**src/logic/rvIsaPkg.sv**
```systemverilog
package rvIsaPkg;

   // widths of the RV32I datapath
   localparam int instW = 32;
   localparam int xlen = 32;
   localparam int regAddrW = 5;
   localparam int opClassW = 5;

   // instruction field positions
   localparam int opLsb = 2;
   localparam int rdLsb = 7;
   localparam int funct3Lsb = 12;
   localparam int rs1Lsb = 15;
   localparam int rs2Lsb = 20;
   localparam int altBit = 30;

   // opcode classes, taken from instruction bits 6..2
   localparam logic [4:0] opLoad = 5'd0;
   localparam logic [4:0] opRst = 5'd1;
   localparam logic [4:0] opImm = 5'd4;
   localparam logic [4:0] opAuipc = 5'd5;
   localparam logic [4:0] opStore = 5'd8;
   localparam logic [4:0] opReg = 5'd12;
   localparam logic [4:0] opLui = 5'd13;
   localparam logic [4:0] opBranch = 5'd24;
   localparam logic [4:0] opJalr = 5'd25;
   localparam logic [4:0] opJal = 5'd27;

   // branch conditions in funct3
   localparam logic [2:0] f3Beq = 3'd0;
   localparam logic [2:0] f3Bne = 3'd1;
   localparam logic [2:0] f3Blt = 3'd4;
   localparam logic [2:0] f3Bge = 3'd5;
   localparam logic [2:0] f3Bltu = 3'd6;
   localparam logic [2:0] f3Bgeu = 3'd7;

   // bubble loaded into the pipeline registers during reset
   // bits 6..2 decode to opRst and every other bit is zero
   localparam logic [31:0] rstBubble = 32'h0000_0004;

   // true when the class never reads the source register
   // useRs2 low asks about rs1 and high asks about rs2
   function automatic logic fwdExcluded(input logic [4:0] opClass,
                                        input logic useRs2);
      logic readsSrc;
      case (opClass)
         opLoad, opJalr, opImm: begin
            readsSrc = !useRs2;
         end
         opStore, opBranch, opReg: begin
            readsSrc = 1'b1;
         end
         // lui, auipc, jal, the bubble and illegal classes
         default: begin
            readsSrc = 1'b0;
         end
      endcase
      return !readsSrc;
   endfunction

endpackage

```
**src/logic/ctrlSelPkg.sv**
```systemverilog
package ctrlSelPkg;

   // immediate generator formats
   localparam logic [2:0] immI = 3'd1;
   localparam logic [2:0] immS = 3'd2;
   localparam logic [2:0] immB = 3'd3;
   localparam logic [2:0] immU = 3'd4;
   localparam logic [2:0] immJ = 3'd5;
   localparam logic [2:0] immX = 3'd6;

   // ALU operations coded as {alternate bit, funct3}
   localparam logic [3:0] aluAdd = 4'd0;
   localparam logic [3:0] aluSll = 4'd1;
   localparam logic [3:0] aluSlt = 4'd2;
   localparam logic [3:0] aluSltu = 4'd3;
   localparam logic [3:0] aluXor = 4'd4;
   localparam logic [3:0] aluSrl = 4'd5;
   localparam logic [3:0] aluOr = 4'd6;
   localparam logic [3:0] aluAnd = 4'd7;
   localparam logic [3:0] aluSub = 4'd8;
   localparam logic [3:0] aluPassB = 4'd9;
   localparam logic [3:0] aluSra = 4'd13;

   // next PC source
   localparam logic [1:0] pcPlus4 = 2'd0;
   localparam logic [1:0] pcAlu = 2'd1;
   localparam logic [1:0] pcHold = 2'd2;

   // memory-mapped register select
   localparam logic [2:0] mmapCtrl = 3'd0;
   localparam logic [2:0] mmapRx = 3'd1;
   localparam logic [2:0] mmapTx = 3'd2;
   localparam logic [2:0] mmapCc = 3'd3;
   localparam logic [2:0] mmapIc = 3'd4;
   localparam logic [2:0] mmapUartRst = 3'd5;
   localparam logic [2:0] mmapNop = 3'd6;
   localparam logic [2:0] mmapNone = 3'd7;

   // UART register map
   localparam logic [31:0] uartCtrlAddr = 32'h8000_0000;
   localparam logic [31:0] uartRxAddr = 32'h8000_0004;
   localparam logic [31:0] uartTxAddr = 32'h8000_0008;
   localparam logic [31:0] uartCcAddr = 32'h8000_0010;
   localparam logic [31:0] uartIcAddr = 32'h8000_0014;
   localparam logic [31:0] uartRstAddr = 32'h8000_0018;

   // load data source and writeback source
   localparam logic [1:0] dmemRead = 2'd0;
   localparam logic [1:0] rxRead = 2'd1;
   localparam logic [1:0] uartStatRead = 2'd2;
   localparam logic [1:0] wbMem = 2'd0;
   localparam logic [1:0] wbAlu = 2'd1;
   localparam logic [1:0] wbPc4 = 2'd2;

   localparam logic [2:0] ldNone = 3'd7;
   localparam logic [1:0] storeNone = 2'd3;

   // data memory sits in regions 0001 and 0011 of the address space
   localparam logic [3:0] dmemRegionA = 4'b0001;
   localparam logic [3:0] dmemRegionB = 4'b0011;

   typedef union packed {
      logic [31:0] word;
      struct packed {
         logic [3:0] region;
         logic [27:0] offset;
      } regionView;
   } memAddr_u;

endpackage

```
**src/logic/stagePipeIf.sv**
```systemverilog
`timescale 1ns/100ps

interface stagePipeIf
   import rvIsaPkg::*;
();

   // instruction words held in execute and writeback
   logic [instW-1:0] exInst;
   logic [instW-1:0] wbInst;
   // ALU result registered alongside wbInst
   logic [xlen-1:0] wbAluOut;
   // wbRd reads zero when the writeback instruction writes no register
   logic wbFwdValid;
   logic [regAddrW-1:0] wbRd;

   modport decode (
      output exInst,
      input wbFwdValid, wbRd
   );

   modport execute (
      input exInst, wbFwdValid, wbRd,
      output wbInst, wbAluOut
   );

   modport result (
      input wbInst, wbAluOut,
      output wbFwdValid, wbRd
   );

endinterface

```
**src/logic/decodeCtrl.sv**
```systemverilog
`timescale 1ns/100ps

module decodeCtrl
   import rvIsaPkg::*;
   import ctrlSelPkg::*;
(
   input logic clk,
   input logic rst,
   input logic [instW-1:0] inst,
   stagePipeIf.decode pipe,
   output logic [2:0] immSel,
   output logic fwdA1,
   output logic fwdB1
);

   logic [opClassW-1:0] idClass;
   logic [regAddrW-1:0] idRs1;
   logic [regAddrW-1:0] idRs2;

   assign idClass = inst[opLsb +: opClassW];
   assign idRs1 = inst[rs1Lsb +: regAddrW];
   assign idRs2 = inst[rs2Lsb +: regAddrW];

   // immediate format of the fetched word
   always_comb begin
      case (idClass)
         opLoad, opJalr, opImm: begin
            immSel = immI;
         end
         opStore: begin
            immSel = immS;
         end
         opBranch: begin
            immSel = immB;
         end
         opJal: begin
            immSel = immJ;
         end
         opAuipc, opLui: begin
            immSel = immU;
         end
         default: begin
            immSel = immX;
         end
      endcase
   end

   // writeback result feeds the register file read in decode
   // x0 never forwards
   assign fwdA1 = pipe.wbFwdValid && (idRs1 != '0) && (idRs1 == pipe.wbRd) &&
                  !fwdExcluded(idClass, 1'b0);
   assign fwdB1 = pipe.wbFwdValid && (idRs2 != '0) && (idRs2 == pipe.wbRd) &&
                  !fwdExcluded(idClass, 1'b1);

   // decode to execute
   always_ff @(posedge clk) begin
      if (rst) begin
         pipe.exInst <= rstBubble;
      end else begin
         pipe.exInst <= inst;
      end
   end

endmodule

```
**src/logic/executeCtrl.sv**
```systemverilog
`timescale 1ns/100ps

module executeCtrl
   import rvIsaPkg::*;
   import ctrlSelPkg::*;
(
   input logic clk,
   input logic rst,
   stagePipeIf.execute pipe,
   input logic brEq,
   input logic brLt,
   input logic [xlen-1:0] aluOut,
   output logic aSel,
   output logic bSel,
   output logic brUn,
   output logic instSel,
   output logic memRw,
   output logic dataInValid,
   output logic dataOutReady,
   output logic fwdA2,
   output logic fwdB2,
   output logic [3:0] aluSel,
   output logic [1:0] pcSel,
   output logic [1:0] storeSel,
   output logic [2:0] mmapSel
);

   logic [opClassW-1:0] exClass;
   logic [2:0] exFunct3;
   logic [regAddrW-1:0] exRs1;
   logic [regAddrW-1:0] exRs2;
   logic brTaken;

   assign exClass = pipe.exInst[opLsb +: opClassW];
   assign exFunct3 = pipe.exInst[funct3Lsb +: 3];
   assign exRs1 = pipe.exInst[rs1Lsb +: regAddrW];
   assign exRs2 = pipe.exInst[rs2Lsb +: regAddrW];

   // branch condition from the comparator flags
   always_comb begin
      case (exFunct3)
         f3Beq: brTaken = brEq;
         f3Bne: brTaken = !brEq;
         f3Blt, f3Bltu: brTaken = brLt;
         f3Bge, f3Bgeu: brTaken = !brLt;
         default: brTaken = 1'b0;
      endcase
   end

   always_comb begin
      // defaults add rs1 and the immediate
      aSel = 1'b0;
      bSel = 1'b1;
      brUn = 1'b0;
      instSel = 1'b0;
      aluSel = aluAdd;
      pcSel = pcPlus4;
      storeSel = storeNone;
      mmapSel = mmapNone;
      memRw = 1'b0;
      dataInValid = 1'b0;
      dataOutReady = 1'b0;
      case (exClass)
         opLoad: begin
            case (aluOut)
               uartCtrlAddr: mmapSel = mmapCtrl;
               uartCcAddr: mmapSel = mmapCc;
               uartIcAddr: mmapSel = mmapIc;
               uartRxAddr: begin
                  mmapSel = mmapRx;
                  dataOutReady = 1'b1;
               end
               // anything else goes to data memory
               default: memRw = 1'b1;
            endcase
         end
         opStore: begin
            storeSel = exFunct3[1:0];
            case (aluOut)
               uartRstAddr: mmapSel = mmapUartRst;
               uartTxAddr: begin
                  mmapSel = mmapTx;
                  dataInValid = 1'b1;
               end
               default: memRw = 1'b1;
            endcase
         end
         opBranch: begin
            aSel = 1'b1;
            // bltu and bgeu compare unsigned
            brUn = (exFunct3[2:1] == 2'b11);
            instSel = 1'b1;
            pcSel = brTaken ? pcAlu : pcHold;
            mmapSel = mmapNop;
         end
         opJalr, opJal: begin
            aSel = (exClass == opJal);
            instSel = 1'b1;
            pcSel = pcAlu;
            mmapSel = mmapNop;
         end
         opReg: begin
            bSel = 1'b0;
            aluSel = {pipe.exInst[altBit], exFunct3};
         end
         opImm: begin
            // bit 30 is an opcode bit only for shifts and belongs to the immediate otherwise
            if (exFunct3 == aluSll[2:0] || exFunct3 == aluSrl[2:0]) begin
               aluSel = {pipe.exInst[altBit], exFunct3};
            end else begin
               aluSel = {1'b0, exFunct3};
            end
         end
         opAuipc: aSel = 1'b1;
         opLui: aluSel = aluPassB;
         opRst: begin
            aluSel = aluPassB;
            pcSel = pcHold;
         end
         default: begin
            aluSel = aluPassB;
            instSel = 1'b1;
         end
      endcase
   end

   // writeback result into the ALU operands
   assign fwdA2 = pipe.wbFwdValid && (exRs1 != '0) && (exRs1 == pipe.wbRd) &&
                  !fwdExcluded(exClass, 1'b0);
   assign fwdB2 = pipe.wbFwdValid && (exRs2 != '0) && (exRs2 == pipe.wbRd) &&
                  !fwdExcluded(exClass, 1'b1);

   // execute to writeback
   always_ff @(posedge clk) begin
      if (rst) begin
         pipe.wbInst <= rstBubble;
         pipe.wbAluOut <= '0;
      end else begin
         pipe.wbInst <= pipe.exInst;
         pipe.wbAluOut <= aluOut;
      end
   end

endmodule

```
**src/logic/resultCtrl.sv**
```systemverilog
`timescale 1ns/100ps

module resultCtrl
   import rvIsaPkg::*;
   import ctrlSelPkg::*;
(
   stagePipeIf.result pipe,
   output logic [2:0] ldSel,
   output logic [1:0] wbSel,
   output logic regWrEn,
   output logic [1:0] mmapDmemSel
);

   logic [opClassW-1:0] wbClass;
   memAddr_u wbAddr;
   logic inDmem;

   assign wbClass = pipe.wbInst[opLsb +: opClassW];
   assign wbAddr = pipe.wbAluOut;
   assign inDmem = (wbAddr.regionView.region == dmemRegionA) ||
                   (wbAddr.regionView.region == dmemRegionB);

   always_comb begin
      ldSel = ldNone;
      wbSel = wbMem;
      regWrEn = 1'b0;
      mmapDmemSel = dmemRead;
      case (wbClass)
         opLoad: begin
            ldSel = pipe.wbInst[funct3Lsb +: 3];
            // loads outside data memory leave the register file alone
            regWrEn = inDmem;
            case (wbAddr.word)
               uartRxAddr: mmapDmemSel = rxRead;
               uartCtrlAddr, uartCcAddr, uartIcAddr: mmapDmemSel = uartStatRead;
               default: mmapDmemSel = dmemRead;
            endcase
         end
         opJalr, opJal: begin
            wbSel = wbPc4;
            regWrEn = 1'b1;
         end
         opReg, opImm, opAuipc, opLui: begin
            wbSel = wbAlu;
            regWrEn = 1'b1;
         end
         default: begin
            regWrEn = 1'b0;
         end
      endcase
   end

   // classes that produce an rd value for the forwarding muxes
   always_comb begin
      case (wbClass)
         opLoad, opJalr, opJal, opReg, opImm, opAuipc, opLui: pipe.wbFwdValid = 1'b1;
         default: pipe.wbFwdValid = 1'b0;
      endcase
   end

   assign pipe.wbRd = pipe.wbFwdValid ? pipe.wbInst[rdLsb +: regAddrW] : '0;

endmodule

```
**src/logic/pipeCtrlTop.sv**
```systemverilog
`timescale 1ns/100ps

module pipeCtrlTop
   import rvIsaPkg::*;
(
   input logic clk,
   input logic rst,
   input logic [instW-1:0] inst,
   input logic brEq,
   input logic brLt,
   input logic [xlen-1:0] aluOut,
   output logic [2:0] immSel,
   output logic fwdA1,
   output logic fwdB1,
   output logic aSel,
   output logic bSel,
   output logic brUn,
   output logic instSel,
   output logic memRw,
   output logic dataInValid,
   output logic dataOutReady,
   output logic fwdA2,
   output logic fwdB2,
   output logic [3:0] aluSel,
   output logic [1:0] pcSel,
   output logic [1:0] storeSel,
   output logic [2:0] mmapSel,
   output logic [2:0] ldSel,
   output logic [1:0] wbSel,
   output logic regWrEn,
   output logic [1:0] mmapDmemSel
);

   // stage state shared by the three controllers
   stagePipeIf pipe ();

   decodeCtrl decodeStage (
      .clk(clk), .rst(rst), .inst(inst), .pipe(pipe.decode),
      .immSel(immSel), .fwdA1(fwdA1), .fwdB1(fwdB1)
   );

   executeCtrl executeStage (
      .clk(clk), .rst(rst), .pipe(pipe.execute),
      .brEq(brEq), .brLt(brLt), .aluOut(aluOut),
      .aSel(aSel), .bSel(bSel), .brUn(brUn), .instSel(instSel),
      .memRw(memRw), .dataInValid(dataInValid), .dataOutReady(dataOutReady),
      .fwdA2(fwdA2), .fwdB2(fwdB2), .aluSel(aluSel), .pcSel(pcSel),
      .storeSel(storeSel), .mmapSel(mmapSel)
   );

   resultCtrl resultStage (
      .pipe(pipe.result), .ldSel(ldSel), .wbSel(wbSel),
      .regWrEn(regWrEn), .mmapDmemSel(mmapDmemSel)
   );

endmodule

```
**config.mk**
```make
export PLATFORM = sky130hd
export DESIGN_NAME = pipeCtrlTop
export DESIGN_NICKNAME = d
export VERILOG_FILES = /design/src/logic/rvIsaPkg.sv /design/src/logic/ctrlSelPkg.sv /design/src/logic/stagePipeIf.sv /design/src/logic/decodeCtrl.sv /design/src/logic/executeCtrl.sv /design/src/logic/resultCtrl.sv /design/src/logic/pipeCtrlTop.sv
export SDC_FILE = /design/constraint.sdc
export NUM_CORES = 1
export LEC_CHECK = 0
export BUFFER_PORTS_ARGS = -buffer_cell sky130_fd_sc_hd__buf_2
export CORE_ASPECT_RATIO = 1.4
export CORE_MARGIN = 10
export CORE_UTILIZATION = 49
export DETAILED_ROUTE_END_ITERATION = 6
export PLACE_DENSITY = 0.89
export REMOVE_ABC_BUFFERS = 1
export SYNTH_ARGS = -nofsm -noshare
export SYNTH_HDL_FRONTEND = slang
export SYNTH_SLANG_ARGS = --single-unit
```
**constraint.sdc**
```tcl
create_clock -name clk -period 1.9 [get_ports clk]
set_input_delay 0.19 -clock clk [delete_from_list [all_inputs] [get_ports clk]]
set_output_delay 0.19 -clock clk [all_outputs]
set_load 0.02 [all_outputs]
```
---- Word-level counts from Yosys, hierarchy flattened ----
Memory sizes are Yosys's and may differ from the RTL's.
Index checks and enable logic that the tools add are counted.
cells by class
  equality and inequality tests ........... 42
  mux-type cells .......................... 31
  reductions and logical operators ........ 42
operators with widths
  kind                                            count
  == test 32 bit (second input constant)          10
  == test 5 x 4 -> 1 bit (second input constant)  7
  == test 5 bit (second input constant)           7
  == test 5 x 3 -> 1 bit (second input constant)  5
  OR reduction 6 bit                              4
  == test 5 bit                                   4
  nonzero test 5 bit                              4
  logical NOT 5 bit                               3
  two-way mux 1 bit                               14
  OR reduction 7 bit                              2
  == test 3 bit (second input constant)           4
  logical AND 1 bit                               12
  case mux 3 bit (4 select lines)                 1
  case mux 4 bit (3 select lines)                 1
  OR reduction 2 bit                              6
  OR reduction 3 bit                              4
  case mux 3 bit (3 select lines)                 1
  case mux 2 bit (2 select lines)                 2
  OR reduction 4 bit                              2
  two-way mux 2 bit                               3
  case mux 1 bit (2 select lines)                 3
  case mux 2 bit (3 select lines)                 1
  case mux 3 bit (2 select lines)                 1
  == test 5 x 1 -> 1 bit (second input constant)  1
  other kinds (11)                                13
word-level totals
  bits in registers ....................... 78
  ROM bits ................................ 96
  input bits .............................. 68
  output and inout bits ................... 33
  logic and storage cells ................. 119
  memories ................................ 1
memory list
  name             words  width  read ports  clocked after Yosys merged registers in  write ports  RTL line          text
  (no name shown)  32     3      1           0                                        0            decodeCtrl.sv:26  case (idClass)

---- Depth between registers and ports, before layout ----
  depth in word-level cells ............... 7
  gate-level depth with buffers ........... 5
  depth with buffers taken out ............ 4

---- Modules after synthesis ----
From an unflattened synthesis, not the netlist that was laid out.
unflattened totals
  cell total of the unflattened synthesis .. 364
  area, all modules ....................... 3683.5 µm²
by module, submodules not included
  module       times used  cells each  area an instance (µm²)  sequential area each (µm²)
  executeCtrl  1           232         2349.8                  1281.2
  decodeCtrl   1           100         1093.5                  640.6
  resultCtrl   1           32          240.2                   0.0

---- Worst setup path before layout ----
No wires, ideal clock.
  path kind ............................... reg2out
  start point ............................. reg decodeStage.pipe.exInst[3]
  end point ............................... out mmapSel[0]
  arrival ................................. 1.687 ns
  data required time ...................... 1.710 ns
  path slack .............................. 0.023 ns
  stages on the path, launching flop included .. 6
  path buffers ............................ 1
  cell sequence ........................... dfxtp_1 -> buf_6 -> or4_4 -> nor2_1 -> a211oi_1 -> o21ai_0
on the way
  word-level cells in the longest chain between the ends .. 3
  elaborated cells between the ends (all ways) .. 7
RTL lines
  what                                 RTL line           text
  start: declaration                   stagePipeIf.sv:17  output exInst,
  start signal: assignment             decodeCtrl.sv:58   pipe.exInst <= rstBubble;
  start signal: assignment             decodeCtrl.sv:60   pipe.exInst <= inst;
  == test 5 bit                        executeCtrl.sv:63  case (exClass)
  OR reduction 3 bit (no line)         -
  case mux 3 bit (3 select lines) (*)  executeCtrl.sv:63
  end: declaration                     pipeCtrlTop.sv:27  output logic [2:0] mmapSel,
Every way passes the cells marked *; elsewhere a longest branch is shown, timed or not.

---- Worst setup path after layout ----
  start point ............................. reg decodeStage.pipe.exInst[2]
  end point ............................... out mmapSel[2]
Same word-level chain as after synthesis.

==> results.ini <==
[drt]
wirelength_um=8090
routed_via_density=5.34
avgRoutedWirePerCell_um=16.3
wl_met2_um=4570
drc=0
wl_met1_um=2900
wl_met3_um=415
top_layer=met4
drtIter0Drc=175
drt_first_pass_iters=4
ant_nets=0
vias=2656

[critical_path]
worst_setup_path_end_kind=output pin
worstSetupStartpointType=register
cp.arrival_ns=1.90
cp.required_ns=1.71
path_class=register to output pin
crit_fanout=4

[cells_and_area]
postLayoutCoreUtil_pct=69.0
mostFrequentLayoutCells=81 x buf_2, 63 x nor2b_1, 59 x dfxtp_1
design_area_um2=4020
final_common_cell=buf_2
area_growth_pct=38.4
nets=490
diodes=0
drive_above_1_share_pct=39.8

[worst_hold_path]
hold_path.class=input pin to register

[clock_tree]
holdBufCountCts=0
cts.clk_slew.worst_paths_ns=0.07
clk_latency_ns=0.34
cts.htree.levels=3
cts_tree=yes
cts_num_sinks=69
cts-root-buf=clkbuf_8
cts_buffers=9
ctsLongestPathBuffers=2

[sta]
fin_crit_ns=2.09
report.final.hold_viol_count=0
setup_viol=6
worstMarginPinSlew_ns=0.441
worst_slack_ns=-0.189
fin_worst_skew_ns=0.00261
finalCritPeriodShare_pct=110
maxSlewViolCount=0
grt_setup_unrepaired=true
slew_headroom_pct=70.6
fmax_mhz=479

[floorplanning]
start_util_pct=49.9
fp.coreArea_um2=5820
io_pins=101
die-width_um=85.1
die_h_um=111
die_area_um2=9450
rows=33

[global_route]
grt_max_degree=47
grt_usage_pct=16.0
antenna_found_initial=0
grt_pass1_vias=2724
grt_pass1_wl_um=12300
grt-ovfl-total=0

[placed_design]
portBuffers=92
pre_cts_ws_ns=0.122
dp_hpwl_um=5970
place_congestion=0.854
post_dp_cell_area_um2=3480

[yosys]
avgSynthCellArea_um2=9.16
ys_seq_elements=69
ys_types=42
netlist_area_um2=2900
ys_warn_count=0
netlist_instances=317
yosysSeqAreaShare_pct=47.6

[status]
violations=negative setup slack
status=finished, violations left

[power_and_ir_drop]
vdd_drop_max_mv=0.603
finalPower_mw=3.45
p_leak_nw=1.67
cellPowerDensity_nw_per_um2=859

[job]
cap_violations=0

[layout make-up]
class                           instances  area (um^2)
Clock inverter                          7          123
Timing Repair Buffer                  109          658
Fill cell                             434         1800
Tap cell                               70         87.6
Multi-Input combinational cell        226         1600
Sequential cell                        69         1400
Inverter                                7         26.3
Clock buffer                            9          124
[flip-flops by register name, indices dropped and copies added, names as in the netlist]
register                    count
executeStage.pipe.wbAluOut     32
executeStage.pipe.wbInst       13
decodeStage.pipe.exInst        24
[per-stage QoR]
stage | hold slack, ns | cells | setup TNS [ns]
after floorplan | 0.257 | 302 | 0
after global placement | 0.397 | 476 | 0
after detailed placement | 0.408 | 476 | 0
after CTS | 0.0440 | 493 | -0.790
after global routing | 0.0497 | 497 | -1.54
final | 0.0540 | 497 | -0.576
[cells in the mapped netlist (all sizes together)]
| library cell | n | share of area, % |
|---|---|---|
| and4b | 1 | 0.34 |
| nand2b | 9 | 1.9 |
| nor3 | 10 | 1.7 |
| o21ai | 7 | 1.2 |
| a21oi | 7 | 1.2 |
| o2111ai | 1 | 0.30 |
| or2 | 3 | 0.65 |
| buf | 2 | 0.78 |
| a2111oi | 1 | 0.30 |
| a211oi | 2 | 0.52 |
| nand3 | 4 | 0.69 |
| xor2 | 7 | 2.1 |
| o211ai | 2 | 0.52 |
| or4 | 3 | 0.90 |
| nor4b | 4 | 1.2 |
| o21a | 2 | 0.52 |
| nor2 | 23 | 3.0 |
| a211o | 1 | 0.34 |
| nand4 | 7 | 1.5 |
| mux2i | 1 | 0.34 |
| and4 | 2 | 0.60 |
| o22ai | 2 | 0.43 |
| and2 | 4 | 0.86 |
| a32oi | 2 | 0.60 |
| nor4 | 24 | 5.2 |
| a21o | 3 | 0.82 |
| or3 | 1 | 0.22 |
| o41ai | 1 | 0.30 |
| and3 | 5 | 1.1 |
| o21bai | 1 | 0.26 |
| a22o | 1 | 0.30 |
| nor2b | 64 | 14 |
| dfxtp | 69 | 48 |
| inv | 7 | 0.91 |
| nand2 | 5 | 0.65 |
| a22oi | 2 | 0.52 |
| clkbuf | 13 | 1.7 |
| a21boi | 2 | 0.52 |
| xnor2 | 12 | 3.6 |
[per-layer routing]
metal  up-vias  track usage, %
met4         0            7.60
met5         -               0
met2        92            30.1
met3        19            5.81
li1       1311               -
met1      1234            14.5
[critical path, cell delays in order, from the launching register on]
cell     delay, ns
dfxtp_1       0.31
or4_4         0.59
or4_4         0.51
buf_6         0.15
[final timing paths]
| check | slack, ns | endpoint | startpoint | cells past startpoint |
|---|---|---|---|---|
| setup / recovery | -0.19 | mmapSel[2] | decodeStage.pipe.exInst[2]$_SDFF_PP1_ | 3 |
| hold / removal | 0.05 | decodeStage.pipe.exInst[11]$_SDFF_PP0_ | inst[11] | 2 |
| setup reg to reg | 1.02 | executeStage.pipe.wbInst[2]$_SDFF_PP1_ | decodeStage.pipe.exInst[2]$_SDFF_PP1_ | 2 |
| hold reg to reg | 0.44 | executeStage.pipe.wbInst[7]$_SDFF_PP0_ | decodeStage.pipe.exInst[7]$_SDFF_PP0_ | 1 |
[where the power goes]
part / internal, mW / leakage, nW / switching (mW) / total, mW
sequential: 1.52 / 0.577 / 0.0465 / 1.57
combinational: 0.210 / 0.981 / 0.230 / 0.439
clock: 0.878 / 0.116 / 0.565 / 1.44
[cells by family after synthesis]
group,after synthesis,synth area share [%]
and+or+nand+nor,169,34.3
DFF,69,47.6
AOI/OAI and AO/OA,37,8.66
buffers and inverters,22,3.36
xor gates and xnor gates,19,5.73
muxes,1,0.345
[repair_timing]
item | 4_1_cts | 5_1_grt
gates resized for setup | 30 | 39
endpoints found under the setup margin | 16 | 18
hold endpoints to repair | 0 | 0
pin swaps | 10 | 13
buffers inserted | 1 | 4
No activity file was read; power rests on OpenSTA's default activity.
